===== src/include/tetris_defines.svh =====
// Fixed geometry of the Tetris playfield and 640x480 VGA timing, included by every RTL file
`ifndef TETRIS_DEFINES_SVH
`define TETRIS_DEFINES_SVH

//////////////////////////////////////////////////
// Board geometry
//////////////////////////////////////////////////
`define TET_ROWS      22    // Rows held in the board store
`define TET_COLS      10    // Cells per row
`define TET_VIS_ROWS  20    // Rows 0..19 are drawn and scanned
`define TET_BLOCK     15    // Cell pitch in pixels

// Grid window on screen, end is exclusive
`define TET_X0        245
`define TET_Y0        90
`define TET_X1        395
`define TET_Y1        390

//////////////////////////////////////////////////
// VGA 640x480 at 25 MHz pixel clock
//////////////////////////////////////////////////
`define VGA_H_TOTAL       800
`define VGA_H_ACT         640
`define VGA_H_SYNC_START  656   // After front porch
`define VGA_H_SYNC_WIDTH  96
`define VGA_V_TOTAL       525
`define VGA_V_ACT         480
`define VGA_V_SYNC_START  490
`define VGA_V_SYNC_WIDTH  2

`endif


===== src/hdl/tetris_pkg.sv =====
// Shared types of the Tetris display path, imported by the RTL and the testbench
`include "tetris_defines.svh"

package tetris_pkg;

    // 3-bit RGB, one bit per gun
    typedef enum logic [2:0] {
        BLACK = 3'b000,
        RED   = 3'b100,
        WHITE = 3'b111
    } color_e;

    // Line-clear FSM
    typedef enum logic [1:0] {
        CLR_IDLE  = 2'd0,   // Waiting for a lock
        CLR_SCAN  = 2'd1,   // Testing one row per clock
        CLR_SHIFT = 2'd2    // Moving rows down over a full one
    } clr_state_e;

    typedef logic [4:0] row_idx_t;

    // Row 0 is the top row, bit c is column c
    typedef logic [`TET_ROWS-1:0][`TET_COLS-1:0] board_t;

    // One row write into the board store
    typedef struct packed {
        logic                 en;
        logic                 merge;   // 1 ORs data in, 0 replaces the row
        row_idx_t             row;
        logic [`TET_COLS-1:0] data;
    } row_wr_t;

    // Pixel as it leaves the renderer
    typedef struct packed {
        logic [9:0] x;
        logic [9:0] y;
        logic       active;
        color_e     color;
    } pixel_t;

endpackage


===== src/hdl/vga_timing.sv =====
// Free-running VGA raster counters, feeds pixel coordinates and sync to the display path
`include "tetris_defines.svh"

module vga_timing (
    input  logic       clk,
    input  logic       rst_n,
    output logic [9:0] x,         // Pixel column, 0..799
    output logic [9:0] y,         // Line, 0..524
    output logic       hsync,     // Low during sync
    output logic       vsync,     // Low during sync
    output logic       active     // Inside 640x480
);

    logic line_end;    // Last pixel of a line
    logic frame_end;   // Last line of a frame

    assign line_end  = (x == 10'(`VGA_H_TOTAL - 1));
    assign frame_end = (y == 10'(`VGA_V_TOTAL - 1));

    //////////////////////////////////////////////////
    // Counters
    //////////////////////////////////////////////////
    always_ff @(posedge clk or negedge rst_n) begin
        if (!rst_n) begin
            x <= '0;
        end else if (line_end) begin
            x <= '0;               // Wrap at end of line
        end else begin
            x <= x + 10'd1;
        end
    end

    // Line counter steps once per wrap of x
    always_ff @(posedge clk or negedge rst_n) begin
        if (!rst_n) begin
            y <= '0;
        end else if (line_end) begin
            if (frame_end) begin
                y <= '0;
            end else begin
                y <= y + 10'd1;
            end
        end
    end

    // Sync and blanking decode, aligned with x/y
    assign hsync  = !((x >= 10'(`VGA_H_SYNC_START)) &&
                      (x <  10'(`VGA_H_SYNC_START + `VGA_H_SYNC_WIDTH)));
    assign vsync  = !((y >= 10'(`VGA_V_SYNC_START)) &&
                      (y <  10'(`VGA_V_SYNC_START + `VGA_V_SYNC_WIDTH)));
    assign active = (x < 10'(`VGA_H_ACT)) && (y < 10'(`VGA_V_ACT));

    // Horizontal count never leaves the line
    a_h_range: assert property (@(posedge clk) disable iff (!rst_n)
        x < 10'(`VGA_H_TOTAL))
        else $error("vga_timing: x out of range %0d", x);

endmodule


===== src/hdl/board_store.sv =====
// Occupancy board of the playfield in flops, written one row per clock through the arbiter
`include "tetris_defines.svh"

module board_store (
    input  logic                clk,
    input  logic                rst_n,
    input  tetris_pkg::row_wr_t wr,      // Granted row write
    output tetris_pkg::board_t  board    // Whole board, read by renderer and clear engine
);

    //////////////////////////////////////////////////
    // Row write
    //////////////////////////////////////////////////
    // Merge for piece lock, replace for line-clear shifts
    always_ff @(posedge clk or negedge rst_n) begin
        if (!rst_n) begin
            board <= '0;                                   // Empty playfield
        end else if (wr.en) begin
            if (wr.merge) begin
                board[wr.row] <= board[wr.row] | wr.data;  // Piece lands
            end else begin
                board[wr.row] <= wr.data;                  // Row moved or blanked
            end
        end
    end

    // Writers only address rows that exist, hidden rows included
    a_row_range: assert property (@(posedge clk) disable iff (!rst_n)
        wr.en |-> (wr.row < 5'(`TET_ROWS)))
        else $error("board_store: write to row %0d", wr.row);

endmodule


===== src/hdl/board_arbiter.sv =====
// Fixed-priority grant of the board row write port, line clear ahead of piece lock
`include "tetris_defines.svh"

module board_arbiter (
    input  tetris_pkg::row_wr_t  clr_wr,       // Shift writes from line clear
    input  logic                 lock_req,     // Held by game logic until lock_done
    input  tetris_pkg::row_idx_t lock_row,
    input  logic [`TET_COLS-1:0] lock_mask,    // Cells of the landed piece in lock_row
    input  logic                 clear_busy,
    output tetris_pkg::row_wr_t  wr,           // To board store
    output logic                 lock_done     // One cycle, lock write granted
);

    import tetris_pkg::*;

    row_wr_t lock_wr;   // Lock peer request
    logic    lock_ok;   // Lock may go this cycle

    //////////////////////////////////////////////////
    // Lock peer
    //////////////////////////////////////////////////
    // Held off for the whole clear so shifts see a stable board
    assign lock_ok = lock_req && !clear_busy;

    always_comb begin
        lock_wr.en    = lock_ok;
        lock_wr.merge = 1'b1;          // Always OR into the row
        lock_wr.row   = lock_row;
        lock_wr.data  = lock_mask;
    end

    // Clear first, lock takes what is left
    always_comb begin
        if (clr_wr.en) begin
            wr = clr_wr;
        end else begin
            wr = lock_wr;
        end
    end

    // Busy flag alone gates the lock, it must cover every clear write
    assign lock_done = lock_ok;

    // No clock here, checked on every settle of the grant
    always_comb begin
        a_one_writer: assert (!(lock_done && clr_wr.en))
            else $error("board_arbiter: lock granted over a clear write");
    end

endmodule


===== src/hdl/line_clear.sv =====
// Line-clear engine, scans visible rows after each lock and shifts the stack down over full rows
`include "tetris_defines.svh"

module line_clear (
    input  logic                clk,
    input  logic                rst_n,
    input  logic                start,          // lock_done from the arbiter
    input  tetris_pkg::board_t  board,
    output tetris_pkg::row_wr_t clr_wr,         // Replace writes during shift
    output logic                clear_busy,
    output logic [7:0]          lines_cleared   // Running total
);

    import tetris_pkg::*;

    clr_state_e state;
    row_idx_t   scan_row;    // Row under test, bottom up
    row_idx_t   shift_row;   // Row being overwritten
    row_idx_t   above_row;   // Source row of the copy
    logic       row_full;

    assign row_full  = &board[scan_row];
    assign above_row = shift_row - 5'd1;

    //////////////////////////////////////////////////
    // FSM
    //////////////////////////////////////////////////
    always_ff @(posedge clk or negedge rst_n) begin
        if (!rst_n) begin
            state         <= CLR_IDLE;
            scan_row      <= '0;
            shift_row     <= '0;
            lines_cleared <= '0;
        end else begin
            case (state)
                CLR_IDLE: begin
                    if (start) begin
                        state    <= CLR_SCAN;
                        scan_row <= 5'(`TET_VIS_ROWS - 1);   // Bottom visible row
                    end
                end
                CLR_SCAN: begin
                    if (row_full) begin
                        state         <= CLR_SHIFT;
                        shift_row     <= scan_row;
                        lines_cleared <= lines_cleared + 8'd1;
                    end else if (scan_row == '0) begin
                        state <= CLR_IDLE;               // Top reached, done
                    end else begin
                        scan_row <= scan_row - 5'd1;
                    end
                end
                CLR_SHIFT: begin
                    if (shift_row == '0) begin
                        state <= CLR_SCAN;               // Rescan same index
                    end else begin
                        shift_row <= shift_row - 5'd1;   // Walk upward
                    end
                end
                default: state <= CLR_IDLE;
            endcase
        end
    end

    // Copy the row above down; row 0 gets blanked
    always_comb begin
        clr_wr.en    = (state == CLR_SHIFT);
        clr_wr.merge = 1'b0;
        clr_wr.row   = shift_row;
        clr_wr.data  = (shift_row == '0) ? '0 : board[above_row];
    end

    assign clear_busy = (state != CLR_IDLE);

    // Arbiter keeps locks out while busy, so no restart mid-clear
    a_no_restart: assert property (@(posedge clk) disable iff (!rst_n)
        start |-> !clear_busy)
        else $error("line_clear: lock completed during a clear");

endmodule


===== src/hdl/grid_render.sv =====
// Playfield renderer, turns a raster coordinate and the board into a registered pixel colour
`include "tetris_defines.svh"

module grid_render (
    input  logic               clk,
    input  logic               rst_n,
    input  logic [9:0]         x,
    input  logic [9:0]         y,
    input  logic               active,     // Visible area
    input  tetris_pkg::board_t board,
    input  logic               gameover,   // Turns grid lines red
    output tetris_pkg::pixel_t pix         // One clock after x/y
);

    import tetris_pkg::*;

    logic       in_grid;
    logic [9:0] off_x, off_y;     // Offset from grid origin
    logic [9:0] cell_x, cell_y;   // Cell coordinates, full width
    logic [3:0] col;
    logic [4:0] row;
    logic       on_line;
    pixel_t     pix_nxt;

    //////////////////////////////////////////////////
    // Geometry
    //////////////////////////////////////////////////
    always_comb begin
        in_grid = active &&
                  (x >= 10'(`TET_X0)) && (x < 10'(`TET_X1)) &&
                  (y >= 10'(`TET_Y0)) && (y < 10'(`TET_Y1));

        off_x  = x - 10'(`TET_X0);
        off_y  = y - 10'(`TET_Y0);
        cell_x = off_x / 10'(`TET_BLOCK);
        cell_y = off_y / 10'(`TET_BLOCK);
        col    = cell_x[3:0];
        row    = cell_y[4:0];

        // Pitch lines plus the closing right and bottom edges
        on_line = ((off_x % 10'(`TET_BLOCK)) == '0) ||
                  ((off_y % 10'(`TET_BLOCK)) == '0) ||
                  (x == 10'(`TET_X1 - 1)) ||
                  (y == 10'(`TET_Y1 - 1));
    end

    // Colour pick
    always_comb begin
        pix_nxt.x      = x;
        pix_nxt.y      = y;
        pix_nxt.active = active;
        if (!in_grid) begin
            pix_nxt.color = BLACK;                         // Background
        end else if (on_line) begin
            pix_nxt.color = gameover ? RED : WHITE;
        end else begin
            pix_nxt.color = board[row][col] ? WHITE : BLACK;   // Cell body
        end
    end

    always_ff @(posedge clk or negedge rst_n) begin
        if (!rst_n) begin
            pix.x      <= '0;
            pix.y      <= '0;
            pix.active <= 1'b0;
            pix.color  <= BLACK;
        end else begin
            pix <= pix_nxt;
        end
    end

endmodule


===== src/hdl/tetris_display_top.sv =====
// Top of the Tetris display subsystem, board with its two writers plus VGA timing and renderer
`include "tetris_defines.svh"

module tetris_display_top (
    input  logic                 clk,
    input  logic                 rst_n,
    input  logic                 lock_req,
    input  tetris_pkg::row_idx_t lock_row,
    input  logic [`TET_COLS-1:0] lock_mask,
    input  logic                 gameover,
    output tetris_pkg::pixel_t   pix,
    output logic                 hsync,
    output logic                 vsync,
    output logic                 lock_done,
    output logic                 clear_busy,
    output logic [7:0]           lines_cleared
);

    import tetris_pkg::*;

    logic [9:0] x, y;     // Raster position
    logic       active;
    board_t     board;
    row_wr_t    clr_wr;   // Clear engine request
    row_wr_t    wr;       // Granted write

    //////////////////////////////////////////////////
    // Raster and render
    //////////////////////////////////////////////////
    vga_timing u_timing (
        .clk(clk), .rst_n(rst_n), .x(x), .y(y),
        .hsync(hsync), .vsync(vsync), .active(active)
    );

    grid_render u_render (
        .clk(clk), .rst_n(rst_n), .x(x), .y(y), .active(active),
        .board(board), .gameover(gameover), .pix(pix)
    );

    // Board and its writers
    board_store u_store (.clk(clk), .rst_n(rst_n), .wr(wr), .board(board));

    board_arbiter u_arb (
        .clr_wr(clr_wr), .lock_req(lock_req), .lock_row(lock_row),
        .lock_mask(lock_mask), .clear_busy(clear_busy),
        .wr(wr), .lock_done(lock_done)
    );

    line_clear u_clear (
        .clk(clk), .rst_n(rst_n), .start(lock_done), .board(board),
        .clr_wr(clr_wr), .clear_busy(clear_busy), .lines_cleared(lines_cleared)
    );

endmodule


===== config.mk =====
export PLATFORM = sky130hd
export DESIGN_NAME = tetris_display_top
export DESIGN_NICKNAME = d
export VERILOG_FILES = /design/src/hdl/tetris_pkg.sv /design/src/hdl/vga_timing.sv /design/src/hdl/board_store.sv /design/src/hdl/board_arbiter.sv /design/src/hdl/line_clear.sv /design/src/hdl/grid_render.sv /design/src/hdl/tetris_display_top.sv
export VERILOG_INCLUDE_DIRS = /design/src /design/src/include
export SDC_FILE = /design/constraint.sdc
export NUM_CORES = 1
export LEC_CHECK = 0
export BUFFER_PORTS_ARGS = -buffer_cell sky130_fd_sc_hd__buf_2
export CORE_MARGIN = 2
export CORE_UTILIZATION = 50
export CTS_CLUSTER_DIAMETER = 200
export DETAILED_ROUTE_END_ITERATION = 16
export PLACE_DENSITY = 0.72
export SYNTH_ARGS = -nofsm -noshare
export SYNTH_HDL_FRONTEND = slang
export SYNTH_HIERARCHICAL = 1
export SYNTH_SLANG_ARGS = --single-unit

===== constraint.sdc =====
create_clock -name clk -period 13.4 [get_ports clk]
set_input_delay 1.34 -clock clk [delete_from_list [all_inputs] [get_ports clk]]
set_output_delay 1.34 -clock clk [all_outputs]
set_load 0.05 [all_outputs]

==> flow_metrics.env <==
export IMPL_overflow=0
export IMPL_worstRegToRegCells=27
export IMPL_worstReg2RegStart="u_timing/y[1]$_DFFE_PN0N_"
export IMPL_diodes=0
export IMPL_rrSetupSlack_ns=4.17
export IMPL_vias_per_cell=7.33
export IMPL_die_y_um=217
export IMPL_cts_root_buf="clkbuf_16"
export IMPL_finalSetupViolations=0
export IMPL_fill_cells=3970
export IMPL_max_freq_mhz=108
export IMPL_clkSlewWorstSetupHoldPaths_ns=0.06
export IMPL_slew_headroom=0.106
export IMPL_fin_crit_ns=9.23
export IMPL_drc_errors=0
export IMPL_insertion_delay_ns=0.57
export IMPL_portBuffers=54
export IMPL_wl_per_cell_um=28.7
export IMPL_period_share=0.689
export IMPL_hold_depth=1
export IMPL_min_path_type="flop to flop"
export IMPL_drive_gt1_frac=0.149
export IMPL_wl_met3_mm=11.8
export IMPL_ys_seq_elements=283
export IMPL_cts_made_buffers=36
export IMPL_first_pass_iters=6
export IMPL_seq_area_frac_synth=0.311
export IMPL_synth_flop_cell="dfrtp_1"
export IMPL_startpoint_type="flop"
export IMPL_fin_hold_ws_ns=0.473
export IMPL_max_cap_violations=0
export IMPL_initial_core_util=0.504
export IMPL_fin_area_sq_um=24500
export IMPL_crit_top_cell="ha_1"
export IMPL_synth_top_area_cell="dfrtp_1"
export IMPL_fin_skew_ns=0.0272
export IMPL_synth_top_cell_area_share=0.311
export IMPL_drtAntennaViolNets=0
export IMPL_synth_cell_type_count=110
export IMPL_nNetsFinal=2384
export IMPL_syn2layout_area_growth_pct=7.72
export IMPL_layout_commonest_cell="mux2i_1"
export IMPL_synth_cells=2408
export IMPL_chipWidth_um=217
export IMPL_synth_area_leaders="dfrtp_1 31%, mux2i_1 17%, mux4_2 6.8%, a21oi_1 4.4%, nand2_1 3.2%"
export IMPL_routedLengthMet1_mm=32.6
export IMPL_critPathMaxStageDelay_ns=0.72
export IMPL_regToRegEndpoint="u_render/pix[1]$_DFF_PN0_"
export IMPL_track_usage=0.355
export IMPL_io_pins=55
export IMPL_grt_max_degree=98
export IMPL_endpoint_kind="flop"
export IMPL_cp_arrival_ns=9.64
export IMPL_worstMarginPinSlew_ns=1.33
export IMPL_finalHoldViolCount=0
export IMPL_cpMaxStageDelayCell="dfrtp_1"
export IMPL_fin_tns_setup_ns=0
export IMPL_cp_data_required_time_ns=13.81
export IMPL_power_leakage_nw=9.64
export IMPL_rsz0062_at_grt="false"
export IMPL_grt_pass1_wl_mm=129
export IMPL_syn_nets=2452
export IMPL_synth_edf_count=0
export IMPL_critPathKind="flop to flop"
export IMPL_antenna_found_initial=1
export IMPL_synth_area_per_cell_sq_um=9.46
export IMPL_core_area_sq_um=45200
export IMPL_rows=78
export IMPL_post_cts_buffers=0
export IMPL_status="finished clean"
export IMPL_async_flop_share=1.00
export IMPL_syn_area_sq_um=22800
export IMPL_top_layer="met5"
export IMPL_hold_buffers=0
export IMPL_cts_tree="built"
export IMPL_ir_worst_vdd_mv=0.117
export IMPL_final_max_slew_violation_count=0
export IMPL_hpwlAfterDp_mm=57.9
export IMPL_place_gp_congestion=1.03
export IMPL_dr_total_vias=21700
export IMPL_cts_sinks=283
export IMPL_min_from="u_clear/lines_cleared[7]$_DFFE_PN0P_"
export IMPL_yosysWarnings=6
export IMPL_wl_mm=85.1
export IMPL_p_per_area_nw_per_um2=161
export IMPL_ctsResizeCount=0
export IMPL_clockBufferDepth=3
export IMPL_met2WireLength_mm=35.8
export IMPL_die_area_sq_um=47300
export IMPL_grt_pass1_vias=20600
export IMPL_htreeDepth=2
export IMPL_dpl_cell_area_sq_um=23300
export IMPL_layout_common_cells="387 x mux2i_1, 282 x dfrtp_1, 201 x a21oi_1"
export IMPL_drt_iter0_markers=3594
export IMPL_holdPathEnd="u_clear/lines_cleared[7]$_DFFE_PN0P_"
export IMPL_worstPathMaxFanout=37
[final cells by class]
cell class	instances	area, sq um	share of cell area
clock buffer	46	1010	0.0411
multi-input combinational	1869	14600	0.594
inverter	35	134	0.00546
sequential	283	7090	0.289
tap	600	751	0.0306
timing repair buffer	115	738	0.0301
clock inverter	19	246	0.0100
[critical path, delay by kind of cell, from the launching register on]
family | cells | cell delay [ns]
multiplexers | 1 | 0.61
XOR/XNOR | 1 | 0.20
AO/OA/AOI/OAI | 14 | 3.51
flip-flops | 1 | 0.72
buffers and inverters | 3 | 1.05
adder cells (fa/ha/maj) | 3 | 1.00
AND/OR/NAND/NOR | 5 | 1.98
[worst max-delay path by stage]
stage / startpoint / to / slack [ns] / depth (start not counted)
final: u_timing/y[1]$_DFFE_PN0N_ / u_render/pix[1]$_DFF_PN0_ / 4.17 / 27
after global routing: u_timing/x[0]$_DFF_PN0_ / u_render/pix[1]$_DFF_PN0_ / 3.30 / 32
after CTS: u_timing/x[0]$_DFF_PN0_ / u_render/pix[1]$_DFF_PN0_ / 4.35 / 31
after detailed placement: u_timing/x[0]$_DFF_PN0_ / u_render/pix[1]$_DFF_PN0_ / 4.40 / 31
after global placement: u_timing/x[0]$_DFF_PN0_ / u_render/pix[1]$_DFF_PN0_ / 4.57 / 31
after floorplan: u_timing/x[0]$_DFF_PN0_ / u_render/pix[1]$_DFF_PN0_ / 6.00 / 35
[cell usage after synthesis, drive strengths merged (7+ instances only)]
cell,number
a22o,12
o21a,9
xor2,18
nand3b,7
nand4,42
nor4b,10
nor2,100
nor2b,18
o211ai,18
a22oi,25
a21oi,203
or4,8
and4,14
or3,11
ha,25
a31oi,107
nor4,25
a221oi,7
nand2,198
nor3,37
or2,17
a41oi,7
o22ai,66
mux2,25
mux4,69
and3,22
o21bai,9
xnor2,26
a32oi,15
a21o,9
and2,13
nand2b,9
a211oi,17
nand3,88
o21ai,65
clkbuf,90
inv,35
a311oi,12
buf,131
o31ai,20
mux2i,387
dfrtp,283
[registers in the layout (all words and copies together), names as in the netlist]
register	count
u_store/board	220
u_render/pix	23
u_timing/x	10
u_timing/y	10
u_clear/lines_cleared	8
u_clear/scan_row	5
u_clear/shift_row	5
u_clear/state	2
[cells by family after synthesis]
| logic type | Yosys count | synth area share |
|---|---|---|
| compound gates | 669 | 0.196 |
| simple gates | 648 | 0.152 |
| mux | 481 | 0.252 |
| flops | 283 | 0.311 |
| buf+inv | 256 | 0.0572 |
| xor+xnor | 44 | 0.0169 |
| fa+ha+maj | 26 | 0.0142 |
| other cells | 1 | 0.000165 |
[metrics by stage]
stage	worst slack (ns)	std cells	total power (W)	util
floorplan	6.00	2408	0.00232	-
global placement	4.57	2902	0.00278	0.515
detailed placement	4.40	2902	0.00282	0.515
CTS	4.35	2967	0.00387	0.543
global route	3.30	2967	0.00407	0.543
finish	4.17	2967	0.00395	0.543
[report_power, final]
part	switching (W)	leakage, nW	internal [W]
clock network	0.000413	0.615	0.000631
logic	0.000758	5.34	0.000607
registers	0.000455	3.68	0.00108
[routing by layer]
metal	up-vias	GRT usage
met4	2	0.177
li1	9124	-
met5	-	0
met2	1638	0.507
met3	369	0.123
met1	10600	0.478
Power figures use the tool's default switching activity.
